### src/mmc3_pkg.sv
package mmc3_pkg;

    localparam int PRG_BANK_W = 6;
    localparam int CHR_BANK_W = 8;
    localparam int PRG_ADDR_W = PRG_BANK_W + 13;  // 8 KB PRG windows
    localparam int CHR_ADDR_W = CHR_BANK_W + 10;  // 1 KB CHR windows

    localparam logic [PRG_BANK_W-1:0] PRG_BANK_SECOND_LAST = 6'h3E;
    localparam logic [PRG_BANK_W-1:0] PRG_BANK_LAST        = 6'h3F;

    localparam int A12_LOW_CYCLES = 3;  // Low samples needed to re-arm

    localparam int SST_ADDR_W = 4;

    localparam logic [SST_ADDR_W-1:0] SST_CTRL      = 4'd0;
    localparam logic [SST_ADDR_W-1:0] SST_CHR0      = 4'd1;
    localparam logic [SST_ADDR_W-1:0] SST_CHR1      = 4'd2;
    localparam logic [SST_ADDR_W-1:0] SST_CHR2      = 4'd3;
    localparam logic [SST_ADDR_W-1:0] SST_CHR3      = 4'd4;
    localparam logic [SST_ADDR_W-1:0] SST_CHR4      = 4'd5;
    localparam logic [SST_ADDR_W-1:0] SST_CHR5      = 4'd6;
    localparam logic [SST_ADDR_W-1:0] SST_PRG0      = 4'd7;
    localparam logic [SST_ADDR_W-1:0] SST_PRG1      = 4'd8;
    localparam logic [SST_ADDR_W-1:0] SST_RAM       = 4'd9;
    localparam logic [SST_ADDR_W-1:0] SST_IRQ_LATCH = 4'd10;
    localparam logic [SST_ADDR_W-1:0] SST_IRQ_COUNT = 4'd11;
    localparam logic [SST_ADDR_W-1:0] SST_IRQ_FLAGS = 4'd12;
    localparam logic [SST_ADDR_W-1:0] SST_A12       = 4'd13;

    localparam logic [7:0] SST_EMPTY = 8'hFF;  // Unused slot readback

endpackage

### src/mmc3_addr_map.sv
`timescale 1ns/1ps

module mmc3_addr_map (
    input  logic [15:0]                     cpu_addr,
    input  logic                            cpu_rw,
    input  logic [13:0]                     ppu_addr,
    input  logic                            ppu_rd,
    input  logic                            ppu_wr,
    input  logic                            chr_ram,
    input  logic                            prg_mode,
    input  logic                            chr_mode,
    input  logic [mmc3_pkg::CHR_BANK_W-1:0] chr_bank0,
    input  logic [mmc3_pkg::CHR_BANK_W-1:0] chr_bank1,
    input  logic [mmc3_pkg::CHR_BANK_W-1:0] chr_bank2,
    input  logic [mmc3_pkg::CHR_BANK_W-1:0] chr_bank3,
    input  logic [mmc3_pkg::CHR_BANK_W-1:0] chr_bank4,
    input  logic [mmc3_pkg::CHR_BANK_W-1:0] chr_bank5,
    input  logic [mmc3_pkg::PRG_BANK_W-1:0] prg_bank0,
    input  logic [mmc3_pkg::PRG_BANK_W-1:0] prg_bank1,
    input  logic                            mirroring,
    input  logic                            prg_ram_en,
    input  logic                            prg_ram_wp,
    output logic [mmc3_pkg::PRG_ADDR_W-1:0] prg_addr,
    output logic                            prg_oe,
    output logic                            prg_we,
    output logic                            wram_ce,
    output logic [mmc3_pkg::CHR_ADDR_W-1:0] chr_addr,
    output logic                            chr_oe,
    output logic                            chr_we,
    output logic                            ciram_ce,
    output logic                            ciram_a10
);
    logic [mmc3_pkg::PRG_BANK_W-1:0] prg_sel;
    logic [mmc3_pkg::CHR_BANK_W-1:0] chr_sel;
    logic                            chr_2k_half;

    assign wram_ce  = (cpu_addr[15:13] == 3'b011) && prg_ram_en;  // $6000-$7FFF
    assign prg_oe   = cpu_rw && (cpu_addr[15] || wram_ce);
    assign prg_we   = !cpu_rw && wram_ce && !prg_ram_wp;
    assign prg_addr = wram_ce ? {{mmc3_pkg::PRG_BANK_W{1'b0}}, cpu_addr[12:0]}
                              : {prg_sel, cpu_addr[12:0]};

    always_comb begin
        case (cpu_addr[14:13])
            2'b00:   prg_sel = prg_mode ? mmc3_pkg::PRG_BANK_SECOND_LAST : prg_bank0;
            2'b01:   prg_sel = prg_bank1;
            2'b10:   prg_sel = prg_mode ? prg_bank0 : mmc3_pkg::PRG_BANK_SECOND_LAST;
            default: prg_sel = mmc3_pkg::PRG_BANK_LAST;
        endcase
    end

    // chr_mode moves the 2 KB pair to the upper pattern table
    assign chr_2k_half = ppu_addr[12] == chr_mode;

    always_comb begin
        if (chr_2k_half) begin
            if (ppu_addr[11]) chr_sel = {chr_bank1[7:1], ppu_addr[10]};
            else chr_sel = {chr_bank0[7:1], ppu_addr[10]};
        end else begin
            case (ppu_addr[11:10])
                2'b00:   chr_sel = chr_bank2;
                2'b01:   chr_sel = chr_bank3;
                2'b10:   chr_sel = chr_bank4;
                default: chr_sel = chr_bank5;
            endcase
        end
    end

    assign chr_addr  = {chr_sel, ppu_addr[9:0]};
    assign chr_oe    = !ppu_rd;
    assign chr_we    = chr_ram && !ppu_wr;  // Only CHR RAM boards take writes
    assign ciram_ce  = !ppu_addr[13];
    assign ciram_a10 = mirroring ? ppu_addr[11] : ppu_addr[10];

endmodule

### src/mmc3_mapper.sv
`timescale 1ns/1ps

module mmc3_mapper (
    input  logic                            m2,
    input  logic                            rst_n,
    input  logic [15:0]                     cpu_addr,
    input  logic                            cpu_rw,
    input  logic [7:0]                      cpu_data_in,
    input  logic [13:0]                     ppu_addr,
    input  logic                            ppu_rd,
    input  logic                            ppu_wr,
    input  logic                            chr_ram,
    input  logic                            sst_enable,
    input  logic                            sst_we,
    input  logic [mmc3_pkg::SST_ADDR_W-1:0] sst_addr,
    input  logic [7:0]                      sst_data_in,
    output logic [7:0]                      sst_data_out,
    output logic [mmc3_pkg::PRG_ADDR_W-1:0] prg_addr,
    output logic                            prg_oe,
    output logic                            prg_we,
    output logic                            wram_ce,
    output logic [mmc3_pkg::CHR_ADDR_W-1:0] chr_addr,
    output logic                            chr_oe,
    output logic                            chr_we,
    output logic                            ciram_ce,
    output logic                            ciram_a10,
    output logic                            irq_n
);
    logic prg_mode, chr_mode, mirroring, prg_ram_en, prg_ram_wp;
    logic [mmc3_pkg::CHR_BANK_W-1:0] chr_bank0, chr_bank1, chr_bank2;
    logic [mmc3_pkg::CHR_BANK_W-1:0] chr_bank3, chr_bank4, chr_bank5;
    logic [mmc3_pkg::PRG_BANK_W-1:0] prg_bank0, prg_bank1;
    logic irq_latch_wr, irq_reload_set, irq_disable, irq_enable_set;
    logic sst_irq_wr, freeze, a12_state;
    logic [7:0] irq_wdata, irq_latch, irq_count;
    logic [2:0] irq_flags;
    logic [mmc3_pkg::SST_ADDR_W-1:0] sst_irq_slot;

    mmc3_regs u_regs (
        .m2, .rst_n, .cpu_addr, .cpu_rw, .cpu_data_in,
        .sst_enable, .sst_we, .sst_addr, .sst_data_in,
        .irq_latch, .irq_count, .irq_flags, .a12_state,
        .prg_mode, .chr_mode, .chr_bank0, .chr_bank1, .chr_bank2,
        .chr_bank3, .chr_bank4, .chr_bank5, .prg_bank0, .prg_bank1,
        .mirroring, .prg_ram_en, .prg_ram_wp,
        .irq_latch_wr, .irq_reload_set, .irq_disable, .irq_enable_set,
        .irq_wdata, .sst_irq_wr, .sst_irq_slot, .freeze, .sst_data_out
    );

    mmc3_scanline_irq u_irq (
        .m2, .rst_n,
        .ppu_a12 (ppu_addr[12]),  // Pattern table select drives the count
        .freeze, .irq_latch_wr, .irq_reload_set, .irq_disable, .irq_enable_set,
        .irq_wdata, .sst_irq_wr, .sst_irq_slot,
        .irq_latch, .irq_count, .irq_flags, .a12_state, .irq_n
    );

    mmc3_addr_map u_map (
        .cpu_addr, .cpu_rw, .ppu_addr, .ppu_rd, .ppu_wr, .chr_ram,
        .prg_mode, .chr_mode, .chr_bank0, .chr_bank1, .chr_bank2,
        .chr_bank3, .chr_bank4, .chr_bank5, .prg_bank0, .prg_bank1,
        .mirroring, .prg_ram_en, .prg_ram_wp,
        .prg_addr, .prg_oe, .prg_we, .wram_ce, .chr_addr, .chr_oe, .chr_we,
        .ciram_ce, .ciram_a10
    );

endmodule

### src/mmc3_regs.sv
`timescale 1ns/1ps

module mmc3_regs (
    input  logic                                m2,
    input  logic                                rst_n,
    input  logic [15:0]                         cpu_addr,
    input  logic                                cpu_rw,
    input  logic [7:0]                          cpu_data_in,
    input  logic                                sst_enable,
    input  logic                                sst_we,
    input  logic [mmc3_pkg::SST_ADDR_W-1:0]     sst_addr,
    input  logic [7:0]                          sst_data_in,
    input  logic [7:0]                          irq_latch,
    input  logic [7:0]                          irq_count,
    input  logic [2:0]                          irq_flags,
    input  logic                                a12_state,
    output logic                                prg_mode,
    output logic                                chr_mode,
    output logic [mmc3_pkg::CHR_BANK_W-1:0]     chr_bank0,
    output logic [mmc3_pkg::CHR_BANK_W-1:0]     chr_bank1,
    output logic [mmc3_pkg::CHR_BANK_W-1:0]     chr_bank2,
    output logic [mmc3_pkg::CHR_BANK_W-1:0]     chr_bank3,
    output logic [mmc3_pkg::CHR_BANK_W-1:0]     chr_bank4,
    output logic [mmc3_pkg::CHR_BANK_W-1:0]     chr_bank5,
    output logic [mmc3_pkg::PRG_BANK_W-1:0]     prg_bank0,
    output logic [mmc3_pkg::PRG_BANK_W-1:0]     prg_bank1,
    output logic                                mirroring,
    output logic                                prg_ram_en,
    output logic                                prg_ram_wp,
    output logic                                irq_latch_wr,
    output logic                                irq_reload_set,
    output logic                                irq_disable,
    output logic                                irq_enable_set,
    output logic [7:0]                          irq_wdata,
    output logic                                sst_irq_wr,
    output logic [mmc3_pkg::SST_ADDR_W-1:0]     sst_irq_slot,
    output logic                                freeze,
    output logic [7:0]                          sst_data_out
);
    logic [2:0] bank_sel;
    logic [mmc3_pkg::CHR_BANK_W-1:0] chr_bank [6];
    logic       cpu_wr;
    logic [2:0] reg_sel;

    assign cpu_wr  = cpu_addr[15] && !cpu_rw && !sst_enable;
    assign reg_sel = {cpu_addr[14:13], cpu_addr[0]};

    assign irq_latch_wr   = cpu_wr && (reg_sel == 3'b10_0);  // $C000
    assign irq_reload_set = cpu_wr && (reg_sel == 3'b10_1);  // $C001
    assign irq_disable    = cpu_wr && (reg_sel == 3'b11_0);  // $E000
    assign irq_enable_set = cpu_wr && (reg_sel == 3'b11_1);  // $E001

    assign freeze       = sst_enable;
    assign irq_wdata    = sst_enable ? sst_data_in : cpu_data_in;
    assign sst_irq_slot = sst_addr;
    assign sst_irq_wr   = sst_enable && sst_we && (sst_addr >= mmc3_pkg::SST_IRQ_LATCH)
                          && (sst_addr <= mmc3_pkg::SST_A12);

    assign chr_bank0 = chr_bank[0];
    assign chr_bank1 = chr_bank[1];
    assign chr_bank2 = chr_bank[2];
    assign chr_bank3 = chr_bank[3];
    assign chr_bank4 = chr_bank[4];
    assign chr_bank5 = chr_bank[5];

    always_ff @(posedge m2) begin
        if (!rst_n) begin
            bank_sel   <= '0;
            prg_mode   <= 1'b0;
            chr_mode   <= 1'b0;
            chr_bank   <= '{default: '0};
            prg_bank0  <= '0;
            prg_bank1  <= '0;
            mirroring  <= 1'b0;
            prg_ram_en <= 1'b0;
            prg_ram_wp <= 1'b0;
        end else if (sst_enable) begin
            if (sst_we) begin
                case (sst_addr)
                    mmc3_pkg::SST_CTRL: begin
                        {chr_mode, prg_mode} <= sst_data_in[7:6];
                        bank_sel             <= sst_data_in[2:0];
                    end
                    mmc3_pkg::SST_CHR0: chr_bank[0] <= sst_data_in;
                    mmc3_pkg::SST_CHR1: chr_bank[1] <= sst_data_in;
                    mmc3_pkg::SST_CHR2: chr_bank[2] <= sst_data_in;
                    mmc3_pkg::SST_CHR3: chr_bank[3] <= sst_data_in;
                    mmc3_pkg::SST_CHR4: chr_bank[4] <= sst_data_in;
                    mmc3_pkg::SST_CHR5: chr_bank[5] <= sst_data_in;
                    mmc3_pkg::SST_PRG0: prg_bank0 <= sst_data_in[5:0];
                    mmc3_pkg::SST_PRG1: prg_bank1 <= sst_data_in[5:0];
                    mmc3_pkg::SST_RAM: begin
                        {prg_ram_en, prg_ram_wp} <= sst_data_in[7:6];
                        mirroring                <= sst_data_in[0];
                    end
                    default: ;  // IRQ slots live in the counter block
                endcase
            end
        end else if (cpu_wr) begin
            case (reg_sel)
                3'b00_0: begin  // $8000
                    bank_sel <= cpu_data_in[2:0];
                    prg_mode <= cpu_data_in[6];
                    chr_mode <= cpu_data_in[7];
                end
                3'b00_1: begin  // $8001
                    if (bank_sel[2:1] != 2'b11) begin
                        chr_bank[bank_sel] <= cpu_data_in;
                    end else if (!bank_sel[0]) begin
                        prg_bank0 <= cpu_data_in[5:0];
                    end else begin
                        prg_bank1 <= cpu_data_in[5:0];
                    end
                end
                3'b01_0: mirroring <= cpu_data_in[0];  // $A000
                3'b01_1: begin  // $A001
                    prg_ram_en <= cpu_data_in[7];
                    prg_ram_wp <= cpu_data_in[6];
                end
                default: ;  // IRQ strobes decoded above
            endcase
        end
    end

    always_comb begin
        case (sst_addr)
            mmc3_pkg::SST_CTRL:      sst_data_out = {chr_mode, prg_mode, 3'b0, bank_sel};
            mmc3_pkg::SST_CHR0:      sst_data_out = chr_bank[0];
            mmc3_pkg::SST_CHR1:      sst_data_out = chr_bank[1];
            mmc3_pkg::SST_CHR2:      sst_data_out = chr_bank[2];
            mmc3_pkg::SST_CHR3:      sst_data_out = chr_bank[3];
            mmc3_pkg::SST_CHR4:      sst_data_out = chr_bank[4];
            mmc3_pkg::SST_CHR5:      sst_data_out = chr_bank[5];
            mmc3_pkg::SST_PRG0:      sst_data_out = {2'b0, prg_bank0};
            mmc3_pkg::SST_PRG1:      sst_data_out = {2'b0, prg_bank1};
            mmc3_pkg::SST_RAM:       sst_data_out = {prg_ram_en, prg_ram_wp, 5'b0, mirroring};
            mmc3_pkg::SST_IRQ_LATCH: sst_data_out = irq_latch;
            mmc3_pkg::SST_IRQ_COUNT: sst_data_out = irq_count;
            mmc3_pkg::SST_IRQ_FLAGS: sst_data_out = {5'b0, irq_flags};
            mmc3_pkg::SST_A12:       sst_data_out = {7'b0, a12_state};
            default:                 sst_data_out = mmc3_pkg::SST_EMPTY;
        endcase
    end

endmodule

### src/mmc3_scanline_irq.sv
`timescale 1ns/1ps

module mmc3_scanline_irq (
    input  logic                            m2,
    input  logic                            rst_n,
    input  logic                            ppu_a12,
    input  logic                            freeze,
    input  logic                            irq_latch_wr,
    input  logic                            irq_reload_set,
    input  logic                            irq_disable,
    input  logic                            irq_enable_set,
    input  logic [7:0]                      irq_wdata,
    input  logic                            sst_irq_wr,
    input  logic [mmc3_pkg::SST_ADDR_W-1:0] sst_irq_slot,
    output logic [7:0]                      irq_latch,
    output logic [7:0]                      irq_count,
    output logic [2:0]                      irq_flags,
    output logic                            a12_state,
    output logic                            irq_n
);
    // Two past samples plus the live pin give the low run
    logic [mmc3_pkg::A12_LOW_CYCLES-2:0] a12_hist;
    logic irq_enable;
    logic irq_pending;
    logic irq_reload;
    logic a12_rise;

    assign a12_rise  = ppu_a12 && !a12_state;  // a12_state set means disarmed
    assign irq_flags = {irq_enable, irq_pending, irq_reload};
    assign irq_n     = !irq_pending;

    always_ff @(posedge m2) begin
        if (!rst_n) begin
            a12_hist    <= '0;
            a12_state   <= 1'b0;
            irq_latch   <= '0;
            irq_count   <= '0;
            irq_enable  <= 1'b0;
            irq_pending <= 1'b0;
            irq_reload  <= 1'b0;
        end else if (freeze) begin
            if (sst_irq_wr) begin
                case (sst_irq_slot)
                    mmc3_pkg::SST_IRQ_LATCH: irq_latch <= irq_wdata;
                    mmc3_pkg::SST_IRQ_COUNT: irq_count <= irq_wdata;
                    mmc3_pkg::SST_IRQ_FLAGS: begin
                        {irq_enable, irq_pending, irq_reload} <= irq_wdata[2:0];
                    end
                    mmc3_pkg::SST_A12:       a12_state <= irq_wdata[0];
                    default: ;
                endcase
            end
        end else begin
            a12_hist <= {a12_hist[mmc3_pkg::A12_LOW_CYCLES-3:0], ppu_a12};

            if (ppu_a12) begin
                a12_state <= 1'b1;
            end else if (a12_hist == '0) begin
                a12_state <= 1'b0;  // Re-armed after three lows
            end

            if (a12_rise) begin
                if (irq_count == 8'd0 || irq_reload) begin
                    irq_count  <= irq_latch;
                    irq_reload <= 1'b0;
                    if (irq_latch == 8'd0 && irq_enable) irq_pending <= 1'b1;
                end else begin
                    irq_count <= irq_count - 8'd1;
                    if (irq_count == 8'd1 && irq_enable) irq_pending <= 1'b1;
                end
            end

            // CPU writes come last so they win over the counter
            if (irq_latch_wr) irq_latch <= irq_wdata;
            if (irq_reload_set) irq_reload <= 1'b1;
            if (irq_disable) begin
                irq_enable  <= 1'b0;
                irq_pending <= 1'b0;
            end
            if (irq_enable_set) irq_enable <= 1'b1;
        end
    end

    // A pending flag with enable off can only come from a restore
    a_irq_needs_enable: assert property (@(posedge m2) disable iff (!rst_n)
        (!irq_n && !irq_enable) |-> ($past(sst_irq_wr) || $past(!irq_n && !irq_enable)));

endmodule

### config.mk
export PLATFORM = sky130hd
export DESIGN_NAME = mmc3_mapper
export DESIGN_NICKNAME = d
export VERILOG_FILES = /design/src/mmc3_pkg.sv /design/src/mmc3_addr_map.sv /design/src/mmc3_mapper.sv /design/src/mmc3_regs.sv /design/src/mmc3_scanline_irq.sv
export SDC_FILE = /design/constraint.sdc
export NUM_CORES = 1
export LEC_CHECK = 0
export BUFFER_PORTS_ARGS = -buffer_cell sky130_fd_sc_hd__buf_2
export CORE_UTILIZATION = 57
export CTS_CLUSTER_DIAMETER = 80
export DETAILED_ROUTE_END_ITERATION = 10
export GPL_TIMING_DRIVEN = 0
export PLACE_DENSITY_LB_ADDON = 0.05
export SLEW_MARGIN = 30
export SYNTH_ARGS = -nofsm -noshare
export SYNTH_HDL_FRONTEND = slang
export SYNTH_SLANG_ARGS = --single-unit
export TNS_END_PERCENT = 100
### constraint.sdc
create_clock -name m2 -period 2.7 [get_ports m2]
set_input_delay 0.54 -clock m2 [delete_from_list [all_inputs] [get_ports m2]]
set_output_delay 0.54 -clock m2 [all_outputs]
set_load 0.02 [all_outputs]
Word level (Yosys, flattened, before mapping)

Index checks and enable logic that the tools add are counted.

Bits in registers: 90
Bits of input ports: 58
Output and inout bits: 53
Word-level logic and storage cells: 242

Add/subtract/negate cells: 1
$lt $le $gt $ge: 4
Equality and inequality tests: 47
Muxes and demuxes: 101
Bitwise gates (word level): 1
Reductions and logical operators: 67

Operators with widths:

| operator           | count |
|---|---|
| $mux 48            | 5 |
| $mux 8             | 19 |
| $pmux 8 s14        | 1 |
| $mux 6             | 16 |
| $mux 1             | 50 |
| $bwmux 48          | 1 |
| $reduce_and 5->1   | 7 |
| $ne 2x1->1 const B | 16 |
| $demux 8 s3        | 1 |
| $eq 4x4->1 const B | 6 |
| $pmux 8 s3         | 1 |
| $mux 19            | 1 |
| $logic_and 1x1->1  | 18 |
| $pmux 6 s3         | 1 |
| $reduce_bool 2->1  | 9 |
| $eq 4x3->1 const B | 4 |
| $logic_not 8->1    | 2 |
| $reduce_and 4->1   | 4 |
| $mux 3             | 5 |
| $reduce_bool 3->1  | 5 |
| $eq 3x3->1 const B | 4 |
| $reduce_and 3->1   | 4 |
| $reduce_and 6->1   | 2 |
| $eq 3x2->1 const B | 3 |
| 20 further kinds   | 36 |

Longest topological paths before layout

Word-level depth: 10
Depth in mapped cells: 8
Depth with buffers taken out: 6

Hierarchy

A second synthesis with hierarchy kept.

Cells, all modules: 755
Area, all modules: 6231.0 um^2

Modules (own cells, without submodules):

| module            | times used | cells each | area each (um^2) | sequential area each (um^2) |
|---|---|---|---|---|
| mmc3_regs         | 1          | 491        | 4047.6           | 1361.3 |
| mmc3_scanline_irq | 1          | 166        | 1408.9           | 440.4 |
| mmc3_addr_map     | 1          | 98         | 774.5            | 0.0 |

Least setup slack after synthesis

No wires, ideal clock.

Path kind: in2out
Start point: input port sst_addr[1] (netlist bit)
End point: output port sst_data_out[4]
Arrival time: 1.979 ns
Data required time: 2.160 ns
Setup slack: 0.181 ns
Cell stages on the path: 7
Path buffers: 3
Cell sequence: clkbuf_1 clkbuf_1 buf_2 mux2i_1 o2bb2ai_1 a221oi_1 o211ai_1

Cells in the longest elaborated chain, start to end: 2
Elaborated cells between the ends (all ways): 15
Classes of those cells: 13 x eq/ne; 1 x mux; 1 x reduce/logical

Ends and longest elaborated chain:

| what                                     | RTL line          | source |
|---|---|---|
| from (decl)                              | mmc3_mapper.sv:15 | `input logic [mmc3_pkg::SST_ADDR_W-1:0] sst_addr,` |
| $eq 4x4->1, or another cell as far along | mmc3_regs.sv:126  | `case (sst_addr)` |
| $pmux 8 s14 *                            | mmc3_regs.sv:126  |  |
| to (decl)                                | mmc3_mapper.sv:17 | `output logic [7:0] sst_data_out,` |

Mark *: on every way between the ends. The rest lies on a longest branch, timed or not.

Worst setup path in the final report

Start point: register u_regs.bank_sel[0]
End point: output port sst_data_out[0]

Cells in the longest elaborated chain, start to end: 1

Ends and longest elaborated chain:

| what                   | RTL line         | source |
|---|---|---|
| from (decl)            | mmc3_regs.sv:40  | `logic [2:0] bank_sel;` |
| from (signal assigned) | mmc3_regs.sv:82  | `bank_sel <= sst_data_in[2:0];` |
| from (signal assigned) | mmc3_regs.sv:102 | `bank_sel <= cpu_data_in[2:0];` |
| $pmux 8 s14            | mmc3_regs.sv:126 |  |

No other way between the ends.

==> impl_metrics.json <==
{
  "hold_path_depth": 2,
  "drt_iter0_markers": 996,
  "final.period_utilization": 1.02,
  "async_reset_ff_frac": 0,
  "grt_start_max_net_pins": 17,
  "fp.dieW_um": 108,
  "worst_path_largest_cell_delay_ps": 460,
  "timing.hold.worst.class": "reg -> reg",
  "detail_route.vias_per_cell": 6.90,
  "worstPathArrival_ps": 2210,
  "grt_use_total": 0.432,
  "synth_sequential_area_ratio": 0.284,
  "synth_top_area_cell": "sky130_fd_sc_hd__dfxtp_1",
  "whs_endpoint": "u_regs.chr_bank4[2]",
  "ctsLongestPathBuffers": 2,
  "timing.final.crit_period_ps": 2750,
  "r2r_end": "u_regs.chr_bank1[5]",
  "cts_tree": "yes",
  "synth_warnings": 0,
  "final.setup_skew_ps": 11.3,
  "area_growth_pct": 12.8,
  "pin_count": 111,
  "timing_worst_setup_path_type": "reg -> out",
  "postSynthNetCount": 855,
  "utilization": 0.660,
  "post_synth_inst_count": 794,
  "port-buffer-count": 80,
  "routed_wire_length_per_instance_um": 24.2,
  "dominant_synthesized_flop_cell": "sky130_fd_sc_hd__dfxtp_1",
  "filler_cell_count": 982,
  "worstPathBufferInverterCount": 2,
  "critPathCaptureType": "primary output",
  "holdCritStartpoint": "u_regs.chr_bank4[2]",
  "ant_nets": 0,
  "cpLargestDelayFamily": "buffers and inverters",
  "critPathMaxFanout": 10,
  "grt_overflow_total": 0,
  "gpl.final_weighted_congestion": 1.04,
  "violated_checks": "setup timing",
  "final.setup.tns_ps": -54.5,
  "tightestPinTransition_ps": 810,
  "grt_setup_unrepaired": "true",
  "status": "finished with violations",
  "h-tree-depth": 3,
  "grt_pass1_wl_um": 36800,
  "netlist_top_cells_area": "sky130_fd_sc_hd__dfxtp_1, sky130_fd_sc_hd__mux2i_1, sky130_fd_sc_hd__nand2_1",
  "number_of_global_route_vias_before_repair": 6421,
  "clk_pin_slew_worst_paths_ps": 100,
  "setup.reg_to_reg.worst_slack_ps": 430,
  "synthesis.area_per_instance_um2": 7.99,
  "clk_latency_ps": 370,
  "cts_root_buf": "sky130_fd_sc_hd__clkbuf_8",
  "timing.max_cap.violations": 0,
  "mostFrequentLayoutCell": "sky130_fd_sc_hd__nand2_1",
  "fp.dieH_um": 108,
  "route.met3.wl_um": 3250,
  "slew_headroom": 0.458,
  "clock_sink_count": 90,
  "max_clock_freq_ghz": 0.363,
  "layout_setup_ws_ps": -53.3,
  "postSynthRegisterBits": 90,
  "tritoncts_buffers": 9,
  "cts.hold.buffers_added": 0,
  "drt_total_wl_um": 24900,
  "critPathLaunchType": "flop",
  "worst_ir_drop_vdd_uv": 400,
  "resized_after_cts": 24,
  "timing.final.setup_violations": 2,
  "via_count": 7089,
  "start_util": 0.585,
  "yosys.cell_types.count": 80,
  "grt_antenna_before_repair": 1,
  "met2WireLength_um": 11000,
  "post_cts_setup_repair_bufs": 0,
  "synth.cell_area_um2": 6340,
  "fp-row-count": 38,
  "netlist.area_leader.share": 0.284,
  "leading_cell_types_in_the_layout_fill_and_taps_excluded": "sky130_fd_sc_hd__nand2_1, sky130_fd_sc_hd__dfxtp_1, sky130_fd_sc_hd__buf_2, sky130_fd_sc_hd__mux2i_1, sky130_fd_sc_hd__o21ai_0",
  "critPathSlowestCell": "sky130_fd_sc_hd__clkbuf_1",
  "coreArea_um2": 10800,
  "top_layer": "met4",
  "finalHoldViolations": 0,
  "ff2ff_path_depth": 5,
  "floorplan.die_area_um2": 11600,
  "detail_route.drc_violations": 0,
  "worst_ep_required_time_ps": 2160,
  "nNetsFinal": 942,
  "crit_path_cell_trace": "clkbuf_1, mux2i_1, o2bb2ai_1, a221oi_1, o2111ai_1, buf_2",
  "wl_met1_um": 9260,
  "place.detailed.hpwl_um": 18900,
  "slew_viol_final": 0,
  "first_pass_iters": 8,
  "power-per-cell-area_nw_per_um2": 414,
  "drive_gt1_frac": 0.217,
  "synth-edff-count": 0,
  "power.static_leakage_nw": 2.97,
  "regToRegStartpoint": "u_regs.bank_sel[1]"
}
synthesized netlist by cell type (all sizes together) (4+ instances only):
master  number
nand2      122
dfxtp       90
mux2i       78
o21ai       66
nor3        50
buf         45
clkbuf      39
nor2        36
a21oi       21
inv         19
and2        13
a22o        11
nor2b       11
nand3       10
and3         9
mux4         9
nand2b       9
nor3b        9
mux2         8
nand3b       7
a211oi       6
a221oi       6
a311oi       6
o22ai        6
o32ai        6
a32oi        5
o221a        5
or3b         5
a31o         4
a31oi        4
nor4         4
o21a         4
cell families after synthesis:
logic type | Yosys count | share of synthesized area
xor+xnor | 4 | 0.00552
flops | 90 | 0.284
compound gates | 196 | 0.218
fa+ha+maj | 3 | 0.00592
mux | 95 | 0.169
simple gates | 302 | 0.235
buf+inv | 104 | 0.0816
per-layer routing:
layer  GRT usage  vias up
li1            -     3078
met5           0        -
met2       0.664      577
met3       0.102      126
met4       0.248        0
met1       0.551     3308
sequential cells by signal (all words and copies together) (netlist names), 2 cells and up:
| register | flops |
|---|---|
| u_regs.chr_bank4 | 8 |
| u_regs.chr_bank0 | 8 |
| u_regs.chr_bank3 | 8 |
| u_regs.bank_sel | 3 |
| u_regs.chr_bank1 | 8 |
| u_irq.irq_latch | 8 |
| u_irq.a12_hist | 2 |
| u_regs.prg_bank0 | 6 |
| u_regs.chr_bank2 | 8 |
| u_irq.irq_count | 8 |
| u_regs.chr_bank5 | 8 |
| u_regs.prg_bank1 | 6 |
power breakdown:
group / total [mW] / internal, mW / switching (mW)
clock network: 0.850 / 0.333 / 0.517
logic: 0.727 / 0.256 / 0.470
registers: 1.39 / 1.35 / 0.0363
total: 2.96 / 1.94 / 1.02
through the flow:
stage / area [µm²] / power [mW] / instances / setup slack, ps / hold WS [ps]
2_1_floorplan: 6340 / 1.87 / 794 / 181 / 438
3_3_place_gp: 6920 / 2.09 / 1014 / -447 / 454
3_5_place_dp: 6920 / 2.10 / 1014 / -457 / 460
4_1_cts: 7140 / 2.92 / 1027 / 17.1 / 476
5_1_grt: 7150 / 3.04 / 1026 / -78.0 / 490
6_report: 7160 / 2.96 / 1028 / -53.3 / 482
tightest hold or removal path, cell delays in order, from the launching register on:
cell and delay [ps]:
sky130_fd_sc_hd__dfxtp_1 340, sky130_fd_sc_hd__nand2_1 60, sky130_fd_sc_hd__mux2i_1 50
worst max path at each step:
stage                             startpoint              end  slack (ps)  depth (start not counted)
after global routing             sst_addr[2]  sst_data_out[0]         -80                          8
after global placement           sst_addr[1]  sst_data_out[5]        -450                          8
after floorplan                  sst_addr[1]  sst_data_out[4]         180                          7
after detailed placement         sst_addr[1]  sst_data_out[5]        -460                          8
final                     u_regs.bank_sel[0]  sst_data_out[0]         -50                          6
after CTS                        sst_addr[3]  sst_data_out[0]          20                          8
cell type report:
type / count / area [µm²] / area share
clock inverters: 5 / 31.3 / 0.00437
inverters: 20 / 75.1 / 0.0105
well taps: 140 / 175 / 0.0245
multi-input cells: 600 / 4060 / 0.568
diodes: 2 / 5.00 / 0.000699
repair buffers: 80 / 403 / 0.0563
flip-flops and latches: 90 / 1800 / 0.252
clock buffers: 11 / 131 / 0.0184
plain buffers: 80 / 469 / 0.0656
No activity file was read; power rests on OpenSTA's default activity.
